<file path="src/logic/rdm_defs.svh">
////////////////////////////////////////////////////////////////////////////
// Widths and burst limits shared by the RDM read DMA RTL and its testbench
// Burst size must stay within 4 KB and RDM_FIFO_DEPTH must match the limit
////////////////////////////////////////////////////////////////////////////
`ifndef RDM_DEFS_SVH
`define RDM_DEFS_SVH

// AXI address and register address width
`define RDM_ADDR_W          32

// Data path, one beat is 4 bytes
`define RDM_DATA_W          32
`define RDM_BEAT_BYTES_LOG  2

// Full burst, min of 256 beats and 4096 bytes per beat size
`define RDM_BURST_BEATS     256
`define RDM_BURST_LOG       8
// Also the start address alignment
`define RDM_BURST_BYTES     1024

// Size register width in bytes
`define RDM_XFER_W          20

// Bursts in flight, AR handshake to last beat drained
`define RDM_MAX_OUTSTANDING 2
// Holds every beat of all outstanding bursts
`define RDM_FIFO_DEPTH      (`RDM_BURST_BEATS * `RDM_MAX_OUTSTANDING)

// APB register space
`define RDM_APB_ADDR_W      8

`endif

</file>
<file path="src/logic/rdm_pkg.sv">
////////////////////////////////////////////////////////////////////////////
// Types of the RDM read DMA, register map is one 32-bit word per entry
////////////////////////////////////////////////////////////////////////////
`include "rdm_defs.svh"

package rdm_pkg;

  //////////////////////////////////////////////////////////////////////////
  // APB register map
  //////////////////////////////////////////////////////////////////////////
  typedef enum logic [`RDM_APB_ADDR_W-1:0] {
    // Bit 0 start on write, busy on read
    REG_CTRL   = 8'h00,
    // Bit 0 sticky done, write 1 to clear
    REG_STATUS = 8'h04,
    // Start byte address, aligned down by the engine
    REG_ADDR   = 8'h08,
    // Transfer size in bytes
    REG_SIZE   = 8'h0C
  } reg_addr_e;

  //////////////////////////////////////////////////////////////////////////
  // AR channel issuer
  //////////////////////////////////////////////////////////////////////////
  typedef enum logic [1:0] {
    AR_IDLE,
    AR_ISSUE,
    AR_STALL
  } ar_state_e;

endpackage : rdm_pkg

</file>
<file path="src/logic/rdm_ctrl_if.sv">
////////////////////////////////////////////////////////////////////////////
// Transfer request from the registers, start only while busy is low
////////////////////////////////////////////////////////////////////////////
`timescale 1ns/1ns
`include "rdm_defs.svh"

interface rdm_ctrl_if;

  // One-cycle launch pulse
  logic                   start;
  // Sampled with start
  logic [`RDM_ADDR_W-1:0] addr_offset;
  logic [`RDM_XFER_W-1:0] xfer_bytes;
  // Engine status back to the registers
  logic                   busy;
  // One-cycle pulse after the final rlast
  logic                   done;

  modport regs (
    output start,
    output addr_offset,
    output xfer_bytes,
    input  busy,
    input  done
  );

  modport engine (
    input  start,
    input  addr_offset,
    input  xfer_bytes,
    output busy,
    output done
  );

endinterface : rdm_ctrl_if

</file>
<file path="src/logic/rdm_apb_regs.sv">
////////////////////////////////////////////////////////////////////////////
// APB slave, no wait states, pslverr on any unmapped address
////////////////////////////////////////////////////////////////////////////
`timescale 1ns/1ns
`include "rdm_defs.svh"

module rdm_apb_regs
  import rdm_pkg::*;
(
  input  logic                       aclk,
  input  logic                       areset,
  // APB slave
  input  logic                       psel,
  input  logic                       penable,
  input  logic                       pwrite,
  input  logic [`RDM_APB_ADDR_W-1:0] paddr,
  input  logic [`RDM_DATA_W-1:0]     pwdata,
  output logic [`RDM_DATA_W-1:0]     prdata,
  output logic                       pready,
  output logic                       pslverr,
  // Request towards the engine
  rdm_ctrl_if.regs                   ctrl
);

  logic                   access;
  logic                   addr_hit;
  logic                   wr_ctrl;
  logic                   wr_status;
  logic                   wr_addr;
  logic                   wr_size;
  logic [`RDM_ADDR_W-1:0] addr_r;
  logic [`RDM_XFER_W-1:0] size_r;
  logic                   done_flag;
  logic                   start_r;

  ////////////////////////////////////////////////////////////////////////////
  // Decode
  ////////////////////////////////////////////////////////////////////////////
  // Access phase of an APB transfer
  assign access = psel & penable;

  always_comb begin
    case (paddr)
      REG_CTRL, REG_STATUS, REG_ADDR, REG_SIZE: addr_hit = 1'b1;
      default:                                  addr_hit = 1'b0;
    endcase
  end

  assign wr_ctrl   = access & pwrite & (paddr == REG_CTRL);
  assign wr_status = access & pwrite & (paddr == REG_STATUS);
  assign wr_addr   = access & pwrite & (paddr == REG_ADDR);
  assign wr_size   = access & pwrite & (paddr == REG_SIZE);

  // Never stalls
  assign pready  = 1'b1;
  assign pslverr = access & ~addr_hit;

  ////////////////////////////////////////////////////////////////////////////
  // Registers
  ////////////////////////////////////////////////////////////////////////////
  always_ff @(posedge aclk) begin
    if (areset) begin
      addr_r    <= '0;
      size_r    <= '0;
      done_flag <= 1'b0;
      start_r   <= 1'b0;
    end else begin
      if (wr_addr) begin
        addr_r <= pwdata[`RDM_ADDR_W-1:0];
      end
      if (wr_size) begin
        size_r <= pwdata[`RDM_XFER_W-1:0];
      end
      // Launch only from idle with something to move
      // start_r covers the cycle before busy rises
      start_r <= wr_ctrl & pwdata[0] & (size_r != '0) & ~ctrl.busy & ~start_r;
      // Set wins over a clear in the same cycle
      if (ctrl.done) begin
        done_flag <= 1'b1;
      end else if (wr_status && pwdata[0]) begin
        done_flag <= 1'b0;
      end
    end
  end

  // Request fields stay stable for the whole transfer
  assign ctrl.start       = start_r;
  assign ctrl.addr_offset = addr_r;
  assign ctrl.xfer_bytes  = size_r;

  // Read data in the access phase
  always_comb begin
    prdata = '0;
    case (paddr)
      REG_CTRL:   prdata[0] = ctrl.busy;
      REG_STATUS: prdata[0] = done_flag;
      REG_ADDR:   prdata    = addr_r;
      REG_SIZE:   prdata[`RDM_XFER_W-1:0] = size_r;
      default:    prdata    = '0;
    endcase
  end

endmodule : rdm_apb_regs

</file>
<file path="src/flat_wrapper.sv">
// flat-port wrapper written by rule: the top's interface ports become plain ports
module rdm_apb_regs_flat import rdm_pkg::*;
  (aclk, areset, psel, penable, pwrite, paddr, pwdata, prdata, pready, pslverr, ctrl_start, ctrl_addr_offset, ctrl_xfer_bytes, ctrl_busy, ctrl_done);
  rdm_ctrl_if ctrl_i ();
  input  logic aclk;
  input  logic areset;
  input  logic psel;
  input  logic penable;
  input  logic pwrite;
  input  logic [`RDM_APB_ADDR_W-1:0] paddr;
  input  logic [`RDM_DATA_W-1:0] pwdata;
  output logic [`RDM_DATA_W-1:0] prdata;
  output logic pready;
  output logic pslverr;
  output wire logic [$bits(ctrl_i.start)-1:0] ctrl_start;
  output wire logic [$bits(ctrl_i.addr_offset)-1:0] ctrl_addr_offset;
  output wire logic [$bits(ctrl_i.xfer_bytes)-1:0] ctrl_xfer_bytes;
  input wire logic [$bits(ctrl_i.busy)-1:0] ctrl_busy;
  input wire logic [$bits(ctrl_i.done)-1:0] ctrl_done;
  assign ctrl_start = ctrl_i.start;
  assign ctrl_addr_offset = ctrl_i.addr_offset;
  assign ctrl_xfer_bytes = ctrl_i.xfer_bytes;
  assign ctrl_i.busy = ctrl_busy;
  assign ctrl_i.done = ctrl_done;
  rdm_apb_regs u_core (.aclk(aclk), .areset(areset), .psel(psel), .penable(penable), .pwrite(pwrite), .paddr(paddr), .pwdata(pwdata), .prdata(prdata), .pready(pready), .pslverr(pslverr), .ctrl(ctrl_i));
endmodule
</file>
<file path="config.mk">
export PLATFORM = sky130hd
export DESIGN_NAME = rdm_apb_regs_flat
export DESIGN_NICKNAME = d
export VERILOG_FILES = /design/src/logic/rdm_pkg.sv /design/src/logic/rdm_ctrl_if.sv /design/src/logic/rdm_apb_regs.sv /design/src/flat_wrapper.sv
export VERILOG_INCLUDE_DIRS = /design/src /design/src/logic
export SDC_FILE = /design/constraint.sdc
export NUM_CORES = 1
export LEC_CHECK = 0
export BUFFER_PORTS_ARGS = -buffer_cell sky130_fd_sc_hd__buf_2
export CORE_MARGIN = 10
export CORE_UTILIZATION = 49
export CTS_CLUSTER_DIAMETER = 150
export CTS_CLUSTER_SIZE = 28
export DETAILED_ROUTE_END_ITERATION = 10
export PLACE_DENSITY = 0.92
export REMOVE_ABC_BUFFERS = 1
export SETUP_SLACK_MARGIN = 0.15
export SLEW_MARGIN = 20
export SYNTH_ARGS = -nofsm -noshare
export SYNTH_HDL_FRONTEND = slang
export SYNTH_SLANG_ARGS = --single-unit
</file>
<file path="constraint.sdc">
create_clock -name aclk -period 3.09 [get_ports aclk]
set_input_delay 0.309 -clock aclk [delete_from_list [all_inputs] [get_ports aclk]]
set_output_delay 0.309 -clock aclk [all_outputs]
set_load 0.005 [all_outputs]
</file>
* After elaboration in Yosys (flattened, before gate mapping)
Index checks and enable logic that the tools add are counted.
Word-level totals: register bits 54, word-level logic and storage cells 32, input port bits 47, output and inout port bits 87
Operators by class: reductions and logical operators 5, equal/unequal tests 3, bitwise logic cells 14, mux-type cells 6
Operators with widths (count):
- $pmux 19 s2 | 1
- $reduce_bool 20->1 | 1
- $eq 8x4->1 const B | 2
- $mux 12 | 1
- $and 1x1->1 | 11
- $eq 8x3->1 const B | 1
- $logic_not 8->1 | 1
- $pmux 1 s4 | 1
- $reduce_or 4->1 | 1
- $mux 1 | 3
- $not 1->1 | 3
- $reduce_bool 2->1 | 1
- $logic_and 1x1->1 | 1

* Longest topological paths before layout
depth in word-level cells 7, gate-level depth with buffers 4, mapped depth without buffers 3

* Least setup slack after synthesis
OpenSTA, ideal clock, no wires.
kind input -> output, start point in paddr[5], end point out prdata[10], stages 4, path buffers 1, data required time 2.781 ns, setup slack 1.144 ns, data arrival time 1.637 ns, cells stage by stage or4_4 nor3_2 buf_6 a22o_1
On the way: cells in the longest elaborated chain, start to end 2, elaborated cells between the ends (all ways) 3, classes of those cells eq/ne: 2; mux: 1
RTL lines:
- from (decl) | RTL line flat_wrapper.sv:10 | input logic [`RDM_APB_ADDR_W-1:0] paddr;
- $eq 8x4->1 | RTL line rdm_apb_regs.sv:94 | case (paddr)
- $pmux 19 s2 * | RTL line rdm_apb_regs.sv:94
- to (decl) | RTL line flat_wrapper.sv:12 | output logic [`RDM_DATA_W-1:0] prdata;
Every way passes the cells marked *; elsewhere a longest branch is shown, timed or not.

* Worst setup path after layout
start point in paddr[5], end point out prdata[6]
The elaborated chain is that of the path after synthesis.

==> results.sh <==
export IMPL_max_cap_viol_count=0
export IMPL_leakagePower_uw=0.001764
export IMPL_setup_viol=0
export IMPL_layout_area_overhead_vs_synth_pct=29.35
export IMPL_netlist_area_mm2=0.002694
export IMPL_ys_ff_latch=54
export IMPL_arrival_ps=1980
export IMPL_pwr_share_seq_pct=58.5
export IMPL_p_int_uw=925.6
export IMPL_reg2reg_slack_ps=1820
export IMPL_die_h_um=94.15
export IMPL_outcome="finished, final reports clean"
export IMPL_vias_per_cell=5.090
export IMPL_rr_worst_depth=3
export IMPL_crit_path_start="paddr[5]"
export IMPL_drc_errors=0
export IMPL_antenna_cells=0
export IMPL_htreeDepth=2
export IMPL_cts_tree="done"
export IMPL_vias=2372
export IMPL_core_mm2=0.005205
export IMPL_num_rows=26
export IMPL_multi_input_area_mm2=0.001503
export IMPL_synthArstFlopShare_pct=0
export IMPL_yosys_warnings=0
export IMPL_synthCells=270
export IMPL_seq_area_mm2=0.001081
export IMPL_ys_seq_area_share_pct=40.13
export IMPL_timing_rr_end="u_core.ctrl.start"
export IMPL_cts_resized=0
export IMPL_finalSetupTns_ps=0
export IMPL_p_comb_share_pct=7.3
export IMPL_port_buffers=132
export IMPL_postCtsSetupRepairBufs=0
export IMPL_peakVddDrop_mv=0.2271
export IMPL_endpoint="prdata[6]"
export IMPL_cp_required_ps=2780
export IMPL_pwr_share_clk_pct=34.2
export IMPL_clock_sinks=54
export IMPL_place_detailed_hpwl_mm=5.769
export IMPL_ctsHoldBuffers=0
export IMPL_antenna_found_initial=1
export IMPL_layout_drive_gt1_share_pct=38.13
export IMPL_timing_rr_start="u_core.ctrl.xfer_bytes[6]"
export IMPL_worst_slew_pin_slew_ps=1000
export IMPL_fin_crit_sh_pct=74.22
export IMPL_crit_path_start_kind="input port"
export IMPL_avgRoutedWirePerCell_um=15.96
export IMPL_syn_area_per_cell_um2=9.977
export IMPL_path_max_fanout=14
export IMPL_grt_pass1_wl_mm=11.64
export IMPL_die_w_um=94.15
export IMPL_initial_utilization_pct=51.75
export IMPL_synth_area_leaders="dfxtp_1 (40%), nand2b_1 (20%), mux2i_1 (19%)"
export IMPL_p_sw_share_pct=22.39
export IMPL_grt_use_total_pct=16.02
export IMPL_synth_top_cell_area_share_pct=40.13
export IMPL_die_area_mm2=0.008863
export IMPL_synth_ff_type="dfxtp_1"
export IMPL_clk_latency_ps=300
export IMPL_cp_end_kind="output pin"
export IMPL_maxSlewViolCount=0
export IMPL_first_global_vias=2442
export IMPL_fmax_ghz=0.4360
export IMPL_num_nets_final=442
export IMPL_rsz0062_at_grt="false"
export IMPL_min_path_cells=3
export IMPL_power_density_mw_per_mm2=342.3
export IMPL_drtPass1Iterations=4
export IMPL_clk_pin_slew_ps=100
export IMPL_utilization_pct=66.95
export IMPL_slew_headroom_pct=33.32
export IMPL_cts_root_buf="clkbuf_8"
export IMPL_yosysUniqueCellTypes=28
export IMPL_finClkSkew_ps=7.655
export IMPL_wl_mm=7.437
export IMPL_ant_nets=0
export IMPL_synth_edf_count=0
export IMPL_period_needed_ps=2293
export IMPL_drtIter0Drc=77
export IMPL_grt_start_max_net_pins=87
export IMPL_hold_viol=0
export IMPL_boundaryPins=134
export IMPL_yosys_area_top_type="dfxtp_1"
export IMPL_switchingPower_uw=267.0
export IMPL_grt_overflow_total=0
export IMPL_ctsLongestPathBuffers=2
export IMPL_crit_type="in2out"
export IMPL_hp_class="in2reg"
export IMPL_numCtsBuffers=5
export IMPL_routabilityCongestion=0.7941
export IMPL_fillers=426
[metal layers]
| metal | up-vias | routed length (um) | track usage, % |
|---|---|---|---|
| li1 | 1173 | - | - |
| met1 | 1102 | 3060 | 17.93 |
| met2 | 91 | 3573 | 26.89 |
| met3 | 4 | 763 | 7.834 |
| met4 | 2 | 25 | 3.165 |
| met5 | - | 13 | 0 |
[power by group through the flow]
stage	clock network [uW]	registers [uW]	logic, uW
finish	408	697	87.1
global route	454	698	96.5
floorplan	0	713	38.8
global placement	0	713	84.5
CTS	419	697	87.7
detailed placement	0	713	87.5
[layout make-up]
type | count | share of cell area [%]
Clock buffer | 6 | 2.370
Clock inverter | 2 | 0.3591
Inverter | 2 | 0.2154
Multi-Input combinational cell | 195 | 43.12
Sequential cell | 54 | 31.02
Tap cell | 70 | 2.513
Timing Repair Buffer | 137 | 20.39
[state kept, by name (all words and copies together) (netlist names)]
name and cells:
u_core.ctrl.addr_offset 32, u_core.ctrl.start 1, u_core.ctrl.xfer_bytes 20, u_core.done_flag 1
[cell families after synthesis]
kind of cell / synth area share [%]
multiplexers: 20.16
buffers and inverters: 4.273
AND/OR/NAND/NOR: 28.19
flip-flops: 40.13
AO/OA/AOI/OAI: 7.106
other: 0.1392
[synthesized netlist by cell type (2+ instances only)]
cell type and count:
nor3_1 2, a22o_1 19, nand3_1 2, nand2b_1 84, inv_1 2, nor2_1 3, and2_1 12, dfxtp_1 54
buf_6 4, buf_2 2, nand2_1 2, clkbuf_1 12, mux2i_1 52, nor4_1 6
[worst min path at each step]
stage | startpoint | endpoint | slack (ps)
finish | pwdata[21] | u_core.ctrl.addr_offset[21] | 250
global route | pwdata[28] | u_core.ctrl.addr_offset[28] | 240
CTS | pwdata[21] | u_core.ctrl.addr_offset[21] | 240
detailed placement | u_core.ctrl.addr_offset[25] | u_core.ctrl.addr_offset[25] | 470
global placement | u_core.ctrl.addr_offset[20] | u_core.ctrl.addr_offset[20] | 460
floorplan | areset | u_core.done_flag | 380
[through the flow]
| stage | worst slack [ps] | instance area [um2] | total power [uW] | instances | hold WS, ps |
|---|---|---|---|---|---|
| final | 796.6 | 3485 | 1193 | 466 | 249.9 |
| after detailed placement | 780.1 | 3390 | 800.8 | 458 | 470.7 |
| after floorplan | 183.9 | 2586 | 752.0 | 251 | 381.1 |
| after global routing | 695.7 | 3485 | 1248 | 466 | 244.7 |
| after global placement | 808.2 | 3390 | 797.8 | 458 | 464.6 |
| after CTS | 790.2 | 3485 | 1204 | 466 | 243.9 |
[placed cells by master, fill, tap and decap left out, types with 2 or more instances in the layout]
master / n
buf_4: 4
and2_1: 12
nor4_1: 6
nor3_2: 2
clkbuf_8: 6
nand2b_1: 84
inv_1: 2
nor2_1: 3
mux2i_1: 52
dfxtp_1: 54
nand2_1: 2
nand3_1: 2
buf_2: 132
a22o_1: 19
[critical path, stage by stage]
cell	delay, ps
buf_2	100
or4_4	570
nor3_2	410
buf_4	310
a22o_1	170
buf_2	110
(Power assumes the default switching activity.)
