$ cat src/logic/rdm_defs.svh
////////////////////////////////////////////////////////////////////////////
// Widths and burst limits shared by the RDM read DMA RTL and its testbench
// Burst size must stay within 4 KB and RDM_FIFO_DEPTH must match the limit
////////////////////////////////////////////////////////////////////////////
`ifndef RDM_DEFS_SVH
`define RDM_DEFS_SVH

// AXI address and register address width
`define RDM_ADDR_W          32

// Data path, one beat is 4 bytes
`define RDM_DATA_W          32
`define RDM_BEAT_BYTES_LOG  2

// Full burst, min of 256 beats and 4096 bytes per beat size
`define RDM_BURST_BEATS     256
`define RDM_BURST_LOG       8
// Also the start address alignment
`define RDM_BURST_BYTES     1024

// Size register width in bytes
`define RDM_XFER_W          20

// Bursts in flight, AR handshake to last beat drained
`define RDM_MAX_OUTSTANDING 2
// Holds every beat of all outstanding bursts
`define RDM_FIFO_DEPTH      (`RDM_BURST_BEATS * `RDM_MAX_OUTSTANDING)

// APB register space
`define RDM_APB_ADDR_W      8

`endif

$ cat src/logic/rdm_pkg.sv
////////////////////////////////////////////////////////////////////////////
// Types of the RDM read DMA, register map is one 32-bit word per entry
////////////////////////////////////////////////////////////////////////////
`include "rdm_defs.svh"

package rdm_pkg;

  //////////////////////////////////////////////////////////////////////////
  // APB register map
  //////////////////////////////////////////////////////////////////////////
  typedef enum logic [`RDM_APB_ADDR_W-1:0] {
    // Bit 0 start on write, busy on read
    REG_CTRL   = 8'h00,
    // Bit 0 sticky done, write 1 to clear
    REG_STATUS = 8'h04,
    // Start byte address, aligned down by the engine
    REG_ADDR   = 8'h08,
    // Transfer size in bytes
    REG_SIZE   = 8'h0C
  } reg_addr_e;

  //////////////////////////////////////////////////////////////////////////
  // AR channel issuer
  //////////////////////////////////////////////////////////////////////////
  typedef enum logic [1:0] {
    AR_IDLE,
    AR_ISSUE,
    AR_STALL
  } ar_state_e;

endpackage : rdm_pkg

$ cat src/logic/rdm_ctrl_if.sv
////////////////////////////////////////////////////////////////////////////
// Transfer request from the registers, start only while busy is low
////////////////////////////////////////////////////////////////////////////
`timescale 1ns/1ns
`include "rdm_defs.svh"

interface rdm_ctrl_if;

  // One-cycle launch pulse
  logic                   start;
  // Sampled with start
  logic [`RDM_ADDR_W-1:0] addr_offset;
  logic [`RDM_XFER_W-1:0] xfer_bytes;
  // Engine status back to the registers
  logic                   busy;
  // One-cycle pulse after the final rlast
  logic                   done;

  modport regs (
    output start,
    output addr_offset,
    output xfer_bytes,
    input  busy,
    input  done
  );

  modport engine (
    input  start,
    input  addr_offset,
    input  xfer_bytes,
    output busy,
    output done
  );

endinterface : rdm_ctrl_if

$ cat src/logic/rdm_burst_engine.sv
////////////////////////////////////////////////////////////////////////////
// AR issuer, assumes nonzero size and no start while busy
////////////////////////////////////////////////////////////////////////////
`timescale 1ns/1ns
`include "rdm_defs.svh"

module rdm_burst_engine
  import rdm_pkg::*;
(
  input  logic                   aclk,
  input  logic                   areset,
  rdm_ctrl_if.engine             ctrl,
  input  logic                   burst_received,
  input  logic                   burst_drained,
  // AXI read address channel
  output logic                   arvalid,
  input  logic                   arready,
  output logic [`RDM_ADDR_W-1:0] araddr,
  output logic [7:0]             arlen,
  output logic                   done
);

  localparam int TOTAL_W = `RDM_XFER_W - `RDM_BEAT_BYTES_LOG;
  localparam int CNT_W   = TOTAL_W - `RDM_BURST_LOG;
  localparam int VAC_W   = $clog2(`RDM_MAX_OUTSTANDING + 1);
  localparam logic [`RDM_ADDR_W-1:0] ADDR_MASK = `RDM_BURST_BYTES - 1;

  ar_state_e              state;
  logic                   busy_r;
  logic                   load_q;
  logic                   done_r;
  logic [TOTAL_W-1:0]     beats_m1;
  logic [`RDM_ADDR_W-1:0] base_addr;
  logic [`RDM_ADDR_W-1:0] addr_r;
  logic [CNT_W-1:0]       ar_to_go;
  logic [CNT_W-1:0]       r_to_go;
  logic                   ar_final;
  logic                   r_final;
  logic                   arxfer;
  logic [VAC_W-1:0]       vacancy;
  logic [VAC_W-1:0]       vac_next;

  ////////////////////////////////////////////////////////////////////////////
  // Request pre-processing
  ////////////////////////////////////////////////////////////////////////////
  always_ff @(posedge aclk) begin
    if (ctrl.start) begin
      // Beats minus one, a partial beat counts as whole
      if (ctrl.xfer_bytes[`RDM_BEAT_BYTES_LOG-1:0] != '0) begin
        beats_m1 <= ctrl.xfer_bytes[`RDM_XFER_W-1:`RDM_BEAT_BYTES_LOG];
      end else begin
        beats_m1 <= ctrl.xfer_bytes[`RDM_XFER_W-1:`RDM_BEAT_BYTES_LOG] - 1'b1;
      end
      base_addr <= ctrl.addr_offset & ~ADDR_MASK;
    end
  end

  always_ff @(posedge aclk) begin
    if (areset) begin
      busy_r <= 1'b0;
      load_q <= 1'b0;
      done_r <= 1'b0;
    end else begin
      // Counters load one cycle after capture
      load_q <= ctrl.start;
      done_r <= burst_received & r_final & busy_r;
      if (ctrl.start) begin
        busy_r <= 1'b1;
      end else if (done_r) begin
        busy_r <= 1'b0;
      end
    end
  end

  ////////////////////////////////////////////////////////////////////////////
  // Burst counters
  ////////////////////////////////////////////////////////////////////////////
  // Upper bits count full bursts ahead of the final one
  always_ff @(posedge aclk) begin
    if (areset) begin
      ar_to_go <= '0;
      r_to_go  <= '0;
    end else begin
      if (load_q) begin
        ar_to_go <= beats_m1[TOTAL_W-1:`RDM_BURST_LOG];
      end else if (arxfer && !ar_final) begin
        ar_to_go <= ar_to_go - 1'b1;
      end
      if (load_q) begin
        r_to_go <= beats_m1[TOTAL_W-1:`RDM_BURST_LOG];
      end else if (burst_received && !r_final) begin
        r_to_go <= r_to_go - 1'b1;
      end
    end
  end

  assign ar_final = (ar_to_go == '0);
  assign r_final  = (r_to_go == '0);

  // Free slots, taken at AR handshake and returned when drained
  always_comb begin
    vac_next = vacancy;
    if (arxfer && !burst_drained) begin
      vac_next = vacancy - 1'b1;
    end else if (!arxfer && burst_drained) begin
      vac_next = vacancy + 1'b1;
    end
  end

  always_ff @(posedge aclk) begin
    if (areset) begin
      vacancy <= VAC_W'(`RDM_MAX_OUTSTANDING);
    end else begin
      vacancy <= vac_next;
    end
  end

  ////////////////////////////////////////////////////////////////////////////
  // AR issue FSM
  ////////////////////////////////////////////////////////////////////////////
  always_ff @(posedge aclk) begin
    if (areset) begin
      state <= AR_IDLE;
    end else begin
      case (state)
        AR_IDLE: begin
          if (load_q) begin
            state <= (vac_next != '0) ? AR_ISSUE : AR_STALL;
          end
        end
        AR_ISSUE: begin
          if (arxfer) begin
            if (ar_final) begin
              state <= AR_IDLE;
            end else if (vac_next == '0) begin
              state <= AR_STALL;
            end
          end
        end
        AR_STALL: begin
          if (vac_next != '0) begin
            state <= AR_ISSUE;
          end
        end
        default: state <= AR_IDLE;
      endcase
    end
  end

  // Next burst address after each handshake
  always_ff @(posedge aclk) begin
    if (load_q) begin
      addr_r <= base_addr;
    end else if (arxfer) begin
      addr_r <= addr_r + `RDM_BURST_BYTES;
    end
  end

  assign arvalid = (state == AR_ISSUE);
  assign arxfer  = arvalid & arready;
  assign araddr  = addr_r;
  // Remainder length only on the last burst
  assign arlen   = ar_final ? 8'(beats_m1[`RDM_BURST_LOG-1:0]) : 8'(`RDM_BURST_BEATS - 1);

  assign done      = done_r;
  assign ctrl.done = done_r;
  assign ctrl.busy = busy_r;

endmodule : rdm_burst_engine

$ cat src/flat_wrapper.sv
// flat-port wrapper written by rule: the top's interface ports become plain ports
module rdm_burst_engine_flat import rdm_pkg::*;
  (aclk, areset, burst_received, burst_drained, arvalid, arready, araddr, arlen, done, ctrl_start, ctrl_addr_offset, ctrl_xfer_bytes, ctrl_busy, ctrl_done);
  rdm_ctrl_if ctrl_i ();
  input  logic aclk;
  input  logic areset;
  input  logic burst_received;
  input  logic burst_drained;
  output logic arvalid;
  input  logic arready;
  output logic [`RDM_ADDR_W-1:0] araddr;
  output logic [7:0] arlen;
  output logic done;
  input wire logic [$bits(ctrl_i.start)-1:0] ctrl_start;
  input wire logic [$bits(ctrl_i.addr_offset)-1:0] ctrl_addr_offset;
  input wire logic [$bits(ctrl_i.xfer_bytes)-1:0] ctrl_xfer_bytes;
  output wire logic [$bits(ctrl_i.busy)-1:0] ctrl_busy;
  output wire logic [$bits(ctrl_i.done)-1:0] ctrl_done;
  assign ctrl_i.start = ctrl_start;
  assign ctrl_i.addr_offset = ctrl_addr_offset;
  assign ctrl_i.xfer_bytes = ctrl_xfer_bytes;
  assign ctrl_busy = ctrl_i.busy;
  assign ctrl_done = ctrl_i.done;
  rdm_burst_engine u_core (.aclk(aclk), .areset(areset), .ctrl(ctrl_i), .burst_received(burst_received), .burst_drained(burst_drained), .arvalid(arvalid), .arready(arready), .araddr(araddr), .arlen(arlen), .done(done));
endmodule
$ cat config.mk
export PLATFORM = sky130hd
export DESIGN_NAME = rdm_burst_engine_flat
export DESIGN_NICKNAME = d
export VERILOG_FILES = /design/src/logic/rdm_pkg.sv /design/src/logic/rdm_ctrl_if.sv /design/src/logic/rdm_burst_engine.sv /design/src/flat_wrapper.sv
export VERILOG_INCLUDE_DIRS = /design/src /design/src/logic
export SDC_FILE = /design/constraint.sdc
export NUM_CORES = 1
export LEC_CHECK = 0
export BUFFER_PORTS_ARGS = -buffer_cell sky130_fd_sc_hd__buf_2
export CORE_UTILIZATION = 59
export DETAILED_ROUTE_END_ITERATION = 7
export PLACE_DENSITY = 0.86
export SLEW_MARGIN = 15
export SYNTH_ARGS = -nofsm -noshare
export SYNTH_HDL_FRONTEND = slang
export SYNTH_SLANG_ARGS = --single-unit
$ cat constraint.sdc
create_clock -name aclk -period 3.78 [get_ports aclk]
set_clock_uncertainty 0.05 [all_clocks]
set_input_delay 0.567 -clock aclk [delete_from_list [all_inputs] [get_ports aclk]]
set_output_delay 0.567 -clock aclk [all_outputs]
set_load 0.01 [all_outputs]
* Word-level counts from Yosys, hierarchy flattened
Index checks and enable logic that the tools add are counted.
** Operators by class
- Reductions and logical operators :: 19
- Bitwise logic cells :: 3
- Add/sub/neg operators :: 6
- Eq/ne operators :: 6
- Muxes and demuxes :: 19
** Operators by type and width (number)
- $mux W32 :: 2
- $mux W10 :: 4
- $add A32 B11 Y32 const B :: 1
- $logic_not A10 Y1 :: 2
- $sub A10 B1 Y10 const B :: 2
- $mux W18 :: 1
- $sub A18 B1 Y18 const B :: 1
- $mux W2 :: 8
- $reduce_bool A2 Y1 :: 6
- $mux W8 :: 1
- $pmux W2 S3 :: 1
- $logic_and A1 B1 Y1 :: 4
- $logic_not A1 Y1 :: 4
- $logic_not A2 Y1 :: 2
- $ne A2 B1 Y1 const B :: 2
- $reduce_and A4 Y1 :: 1
- $and A1 B1 Y1 :: 3
- $ne A3 B3 Y1 const B :: 1
- $add A2 B1 Y2 const B :: 1
- $eq A2 B1 Y1 const B :: 1
- $eq A2 B2 Y1 const B :: 1
- $mux W1 :: 2
- $ne A2 B2 Y1 const B :: 1
- $sub A2 B1 Y2 const B :: 1
** Storage, ports and cells
- Input bits :: 58
- Output and inout bits :: 44
- Word-level logic and storage cells :: 64
- Flip-flop bits (word level) :: 99

* Longest topological paths before layout
- Word-level depth :: 11
- Gate-level depth with buffers :: 6

* Worst setup path after synthesis
Ideal clock, no wire load.
- Path kind :: flip-flop to output port
- Start :: reg u_core.ar_to_go[0]
- End :: out arlen[0]
- Setup slack :: 1.553 ns
- Arrival :: 1.610 ns
- Required time :: 3.163 ns
- Cell stages (with the launch flop) :: 6
- Cell sequence :: dfxtp_1 inv_1 ha_1 or4b_1 nor3_2 nand2b_1
** On the way
- Word-level cells in the longest chain between the ends :: 2
** RTL lines
- start, declared :: RTL line rdm_burst_engine.sv:35 : logic [CNT_W-1:0] ar_to_go;
- start signal, assigned :: RTL line rdm_burst_engine.sv:85 : ar_to_go <= beats_m1[TOTAL_W-1:`RDM_BURST_LOG];
- start signal, assigned :: RTL line rdm_burst_engine.sv:87 : ar_to_go <= ar_to_go - 1'b1;
- $logic_not A10 Y1 :: RTL line rdm_burst_engine.sv:97 : assign ar_final = (ar_to_go == '0);
- $mux W8 :: RTL line rdm_burst_engine.sv:163 : assign arlen = ar_final ? 8'(beats_m1[`RDM_BURST_LOG-1:0]) : 8'(`RDM_BURST_BEATS - 1);
- end, declared :: RTL line flat_wrapper.sv:12 : output logic [7:0] arlen;
No other way between the ends.

* Worst setup path after layout
- Start :: reg u_core.ar_to_go[0]
- End :: out arlen[4]
The elaborated chain is that of the path after synthesis.

==> flow_summary.ini <==
[setup_path]
crit_start = u_core.ar_to_go[0]
cp_top_family = simple AND/OR/NAND/NOR gates
rr_startpoint = u_core.ar_to_go[0]
regToRegSetupSlack_ns = 1.54
ff2ff_path_depth = 6
crit_path_end_kind = output port
required_ns = 3.16
r2r-end = u_core.ar_to_go[1]
worst-path-buf-inv = 2
crit_cells = 6
slowest_stage = nor3_2
cp-endpoint = arlen[4]
cp_slowest_stage_delay_ns = 0.59
critPathKind = reg2out
crit_fanout = 9
crit_chain = inv_1 -> ha_1 -> or4b_1 -> nor3_2 -> nand2b_1 -> buf_2
cp.arrival_ns = 2.42
start_kind = flip-flop

[finish]
nFillCells = 559
drive_above_1_share = 0.228
instances_no_fill = 600
regArea_um2 = 2400
synthToLayoutAreaGrowth_pct = 13.4
diodes = 0
multi_input_area_um2 = 1970
finalNetCount = 559

[floorplan]
start_util = 0.618
dieHeight_um = 89.9
design.die.area_um2 = 8070
dieWidth_um = 89.9
io_pins = 102
core_um2 = 7370
num_rows = 31

[outcome]
status = finished, final reports clean

[clocking]
cts.htree.levels = 3
clkTransAtPathRegs_ns = 0.10
cts_tree = done
insertion_delay_ns = 0.37
clockBufferDepth = 2
cts_sinks = 89
cts.repair.resized = 0
cts_root_buf = clkbuf_8
ctsHoldBuffers = 0
postCtsSetupBuffers = 0
cts_buffers = 9

[routing]
firstDrtPassIters = 5
wl_met1_um = 4020
top_layer_used = met4
vias_per_cell = 5.72
wl_per_cell_um = 15.3
drt_iter0_markers = 249
drc = 0
drtAntennaViolNets = 0
num_vias = 3433
dr_wl_met2_um = 4450
routed_wl_um = 9210
dr_wl_met3_um = 493

[placed_design]
port-buffer-count = 81
placed_cells = 584
globalplace.congestion = 0.853
dpl_worst_slack_ns = 1.14
hpwl_um = 6410

[sta]
slew-limit-headroom = 0.340
fin_crit_ns = 3.04
rsz0062_at_grt = false
fin_ws_ns = 0.745
worstMarginPinSlew_ns = 0.987
finalSetupViolCount = 0
final_max_slew_viol_count = 0
min_period_over_period = 0.803
fin_setup_tns_ns = 0
fmax_ghz = 0.329
finalHoldViolations = 0

[yosys]
yosysWarnings = 0
postSynthCellCount = 416
ys_async_sr_fraction = 0
ys_ff_latch = 89
ys_seq_area_frac = 0.527
synth_ff_type = edfxtp_1
netlist_area_um2 = 4550
avgSynthCellArea_um2 = 10.9
synth-edff-count = 62
synth.distinct_cells = 58

[power]
p_clk_frac = 0.274
seqPwrFrac = 0.541
switchingPower_mw = 0.699
combPwrFrac = 0.185
powerDensity_nw_per_um2 = 443
internal_power_mw = 1.59
p_sw_frac = 0.306
peakVddDrop_mv = 0.258
leakagePower_nw = 1.91

[grt]
antenna_found_initial = 0
grt_pass1_vias = 3285
grt_overflow = 0
grt_max_degree = 53
grt_use_total = 0.236
grt_pass1_wl_um = 15000

[flow_run]
maxCapViolCount = 0

[worst_hold_path]
hold_path_class = in2reg
## Yosys cell counts (4+ instances only)
master	number	area share
edfxtp_1	62	0.41
nand2_1	35	0.029
nor2_1	28	0.023
dfxtp_1	27	0.12
xor2_1	20	0.038
o21ai_0	19	0.021
nor4_1	18	0.025
xnor2_1	17	0.033
inv_1	16	0.013
nor3_1	13	0.014
buf_4	11	0.018
nand3_1	10	0.011
o31a_1	10	0.019
clkbuf_1	9	0.0074
nand2b_1	9	0.012
o21a_1	9	0.015
a31oi_1	8	0.011
or4_1	7	0.012
a21oi_1	5	0.0055
ha_1	5	0.014
nand4_1	5	0.0069
nor2b_1	5	0.0069
a211oi_1	4	0.0066
and4_1	4	0.0077
or3_1	4	0.0055
## power groups by stage
stage	Sequential, mW	Clock, mW	Combinational (mW)
floorplan	1.25	0	0.283
finish	1.24	0.627	0.423
global route	1.25	0.670	0.468
CTS	1.23	0.639	0.423
detailed placement	1.25	0	0.419
global placement	1.25	0	0.404
## flip-flops by register name, indices dropped and copies added (netlist names)
signal	cells
u_core.vacancy	2
u_core.state	2
u_core.ar_to_go	10
u_core.base_addr	22
u_core.ctrl.done	1
u_core.ctrl.busy	1
u_core.beats_m1	18
u_core.load_q	1
u_core.r_to_go	10
u_core.araddr	22
## metrics by stage
step                utilization  hold WS (ns)  power [mW]  cell area [um^2]
CTS                       0.701         0.303        2.30              5160
global route              0.701         0.298        2.39              5160
detailed placement        0.675         0.425        1.67              4970
floorplan                     -         0.424        1.53              4590
finish                    0.701         0.315        2.29              5160
global placement          0.675         0.419        1.65              4970
## worst min-delay path by stage
stage / from / to / slack [ns] / cells past startpoint
3_5_place_dp: u_core.ctrl.busy / u_core.ctrl.done / 0.43 / 1
6_report: ctrl_addr_offset[19] / u_core.base_addr[19] / 0.31 / 1
3_3_place_gp: u_core.ctrl.busy / u_core.ctrl.done / 0.42 / 1
2_1_floorplan: u_core.vacancy[0] / u_core.vacancy[0] / 0.42 / 2
5_1_grt: ctrl_addr_offset[14] / u_core.base_addr[14] / 0.30 / 1
4_1_cts: ctrl_addr_offset[14] / u_core.base_addr[14] / 0.30 / 1
## layout by cell type, fill, tap and decap left out, types with 3 or more instances in the layout
cell type  instances
o31ai_1            3
and4_1             4
or4_1              7
clkbuf_8           9
nor2b_1            5
dfxtp_1           27
o21a_1             9
nand2_1           35
xor2_1            20
a31oi_1            8
a21boi_0           3
o31a_1            10
conb_1            10
nor4_1            18
edfxtp_1          62
a211oi_1           4
inv_1             16
or2_2              3
nor3_1            13
a21oi_1            5
nand3_1           10
inv_6              3
nand2b_1           9
buf_2             81
xnor2_1           17
ha_1               5
nor4b_1            3
or4_4              3
or3_1              4
o21ai_0           19
nand4_1            5
nor2_1            28
o311ai_0           3
## cell type report
class | instances | area share
Timing Repair Buffer | 83 | 0.0814
Inverter | 16 | 0.0116
Multi-Input combinational cell | 297 | 0.381
Sequential cell | 89 | 0.465
Clock buffer | 9 | 0.0240
Tap cell | 99 | 0.0240
Clock inverter | 7 | 0.0128
## logic make-up after synthesis
group,count (synthesis),share of synthesized area
DFF,89,0.527
adders and majority gates,5,0.0137
muxes,4,0.00934
other,1,0.000823
xor gates and xnor gates,37,0.0712
buffers and inverters,39,0.0478
and+or+nand+nor,164,0.204
AOI/OAI and AO/OA,77,0.126
## metal layers
| layer | up-vias | track usage |
|---|---|---|
| li1 | 1702 | - |
| met5 | - | 0 |
| met2 | 116 | 0.391 |
| met4 | 0 | 0.126 |
| met1 | 1595 | 0.293 |
| met3 | 20 | 0.0448 |
Power figures use the tool's default switching activity.
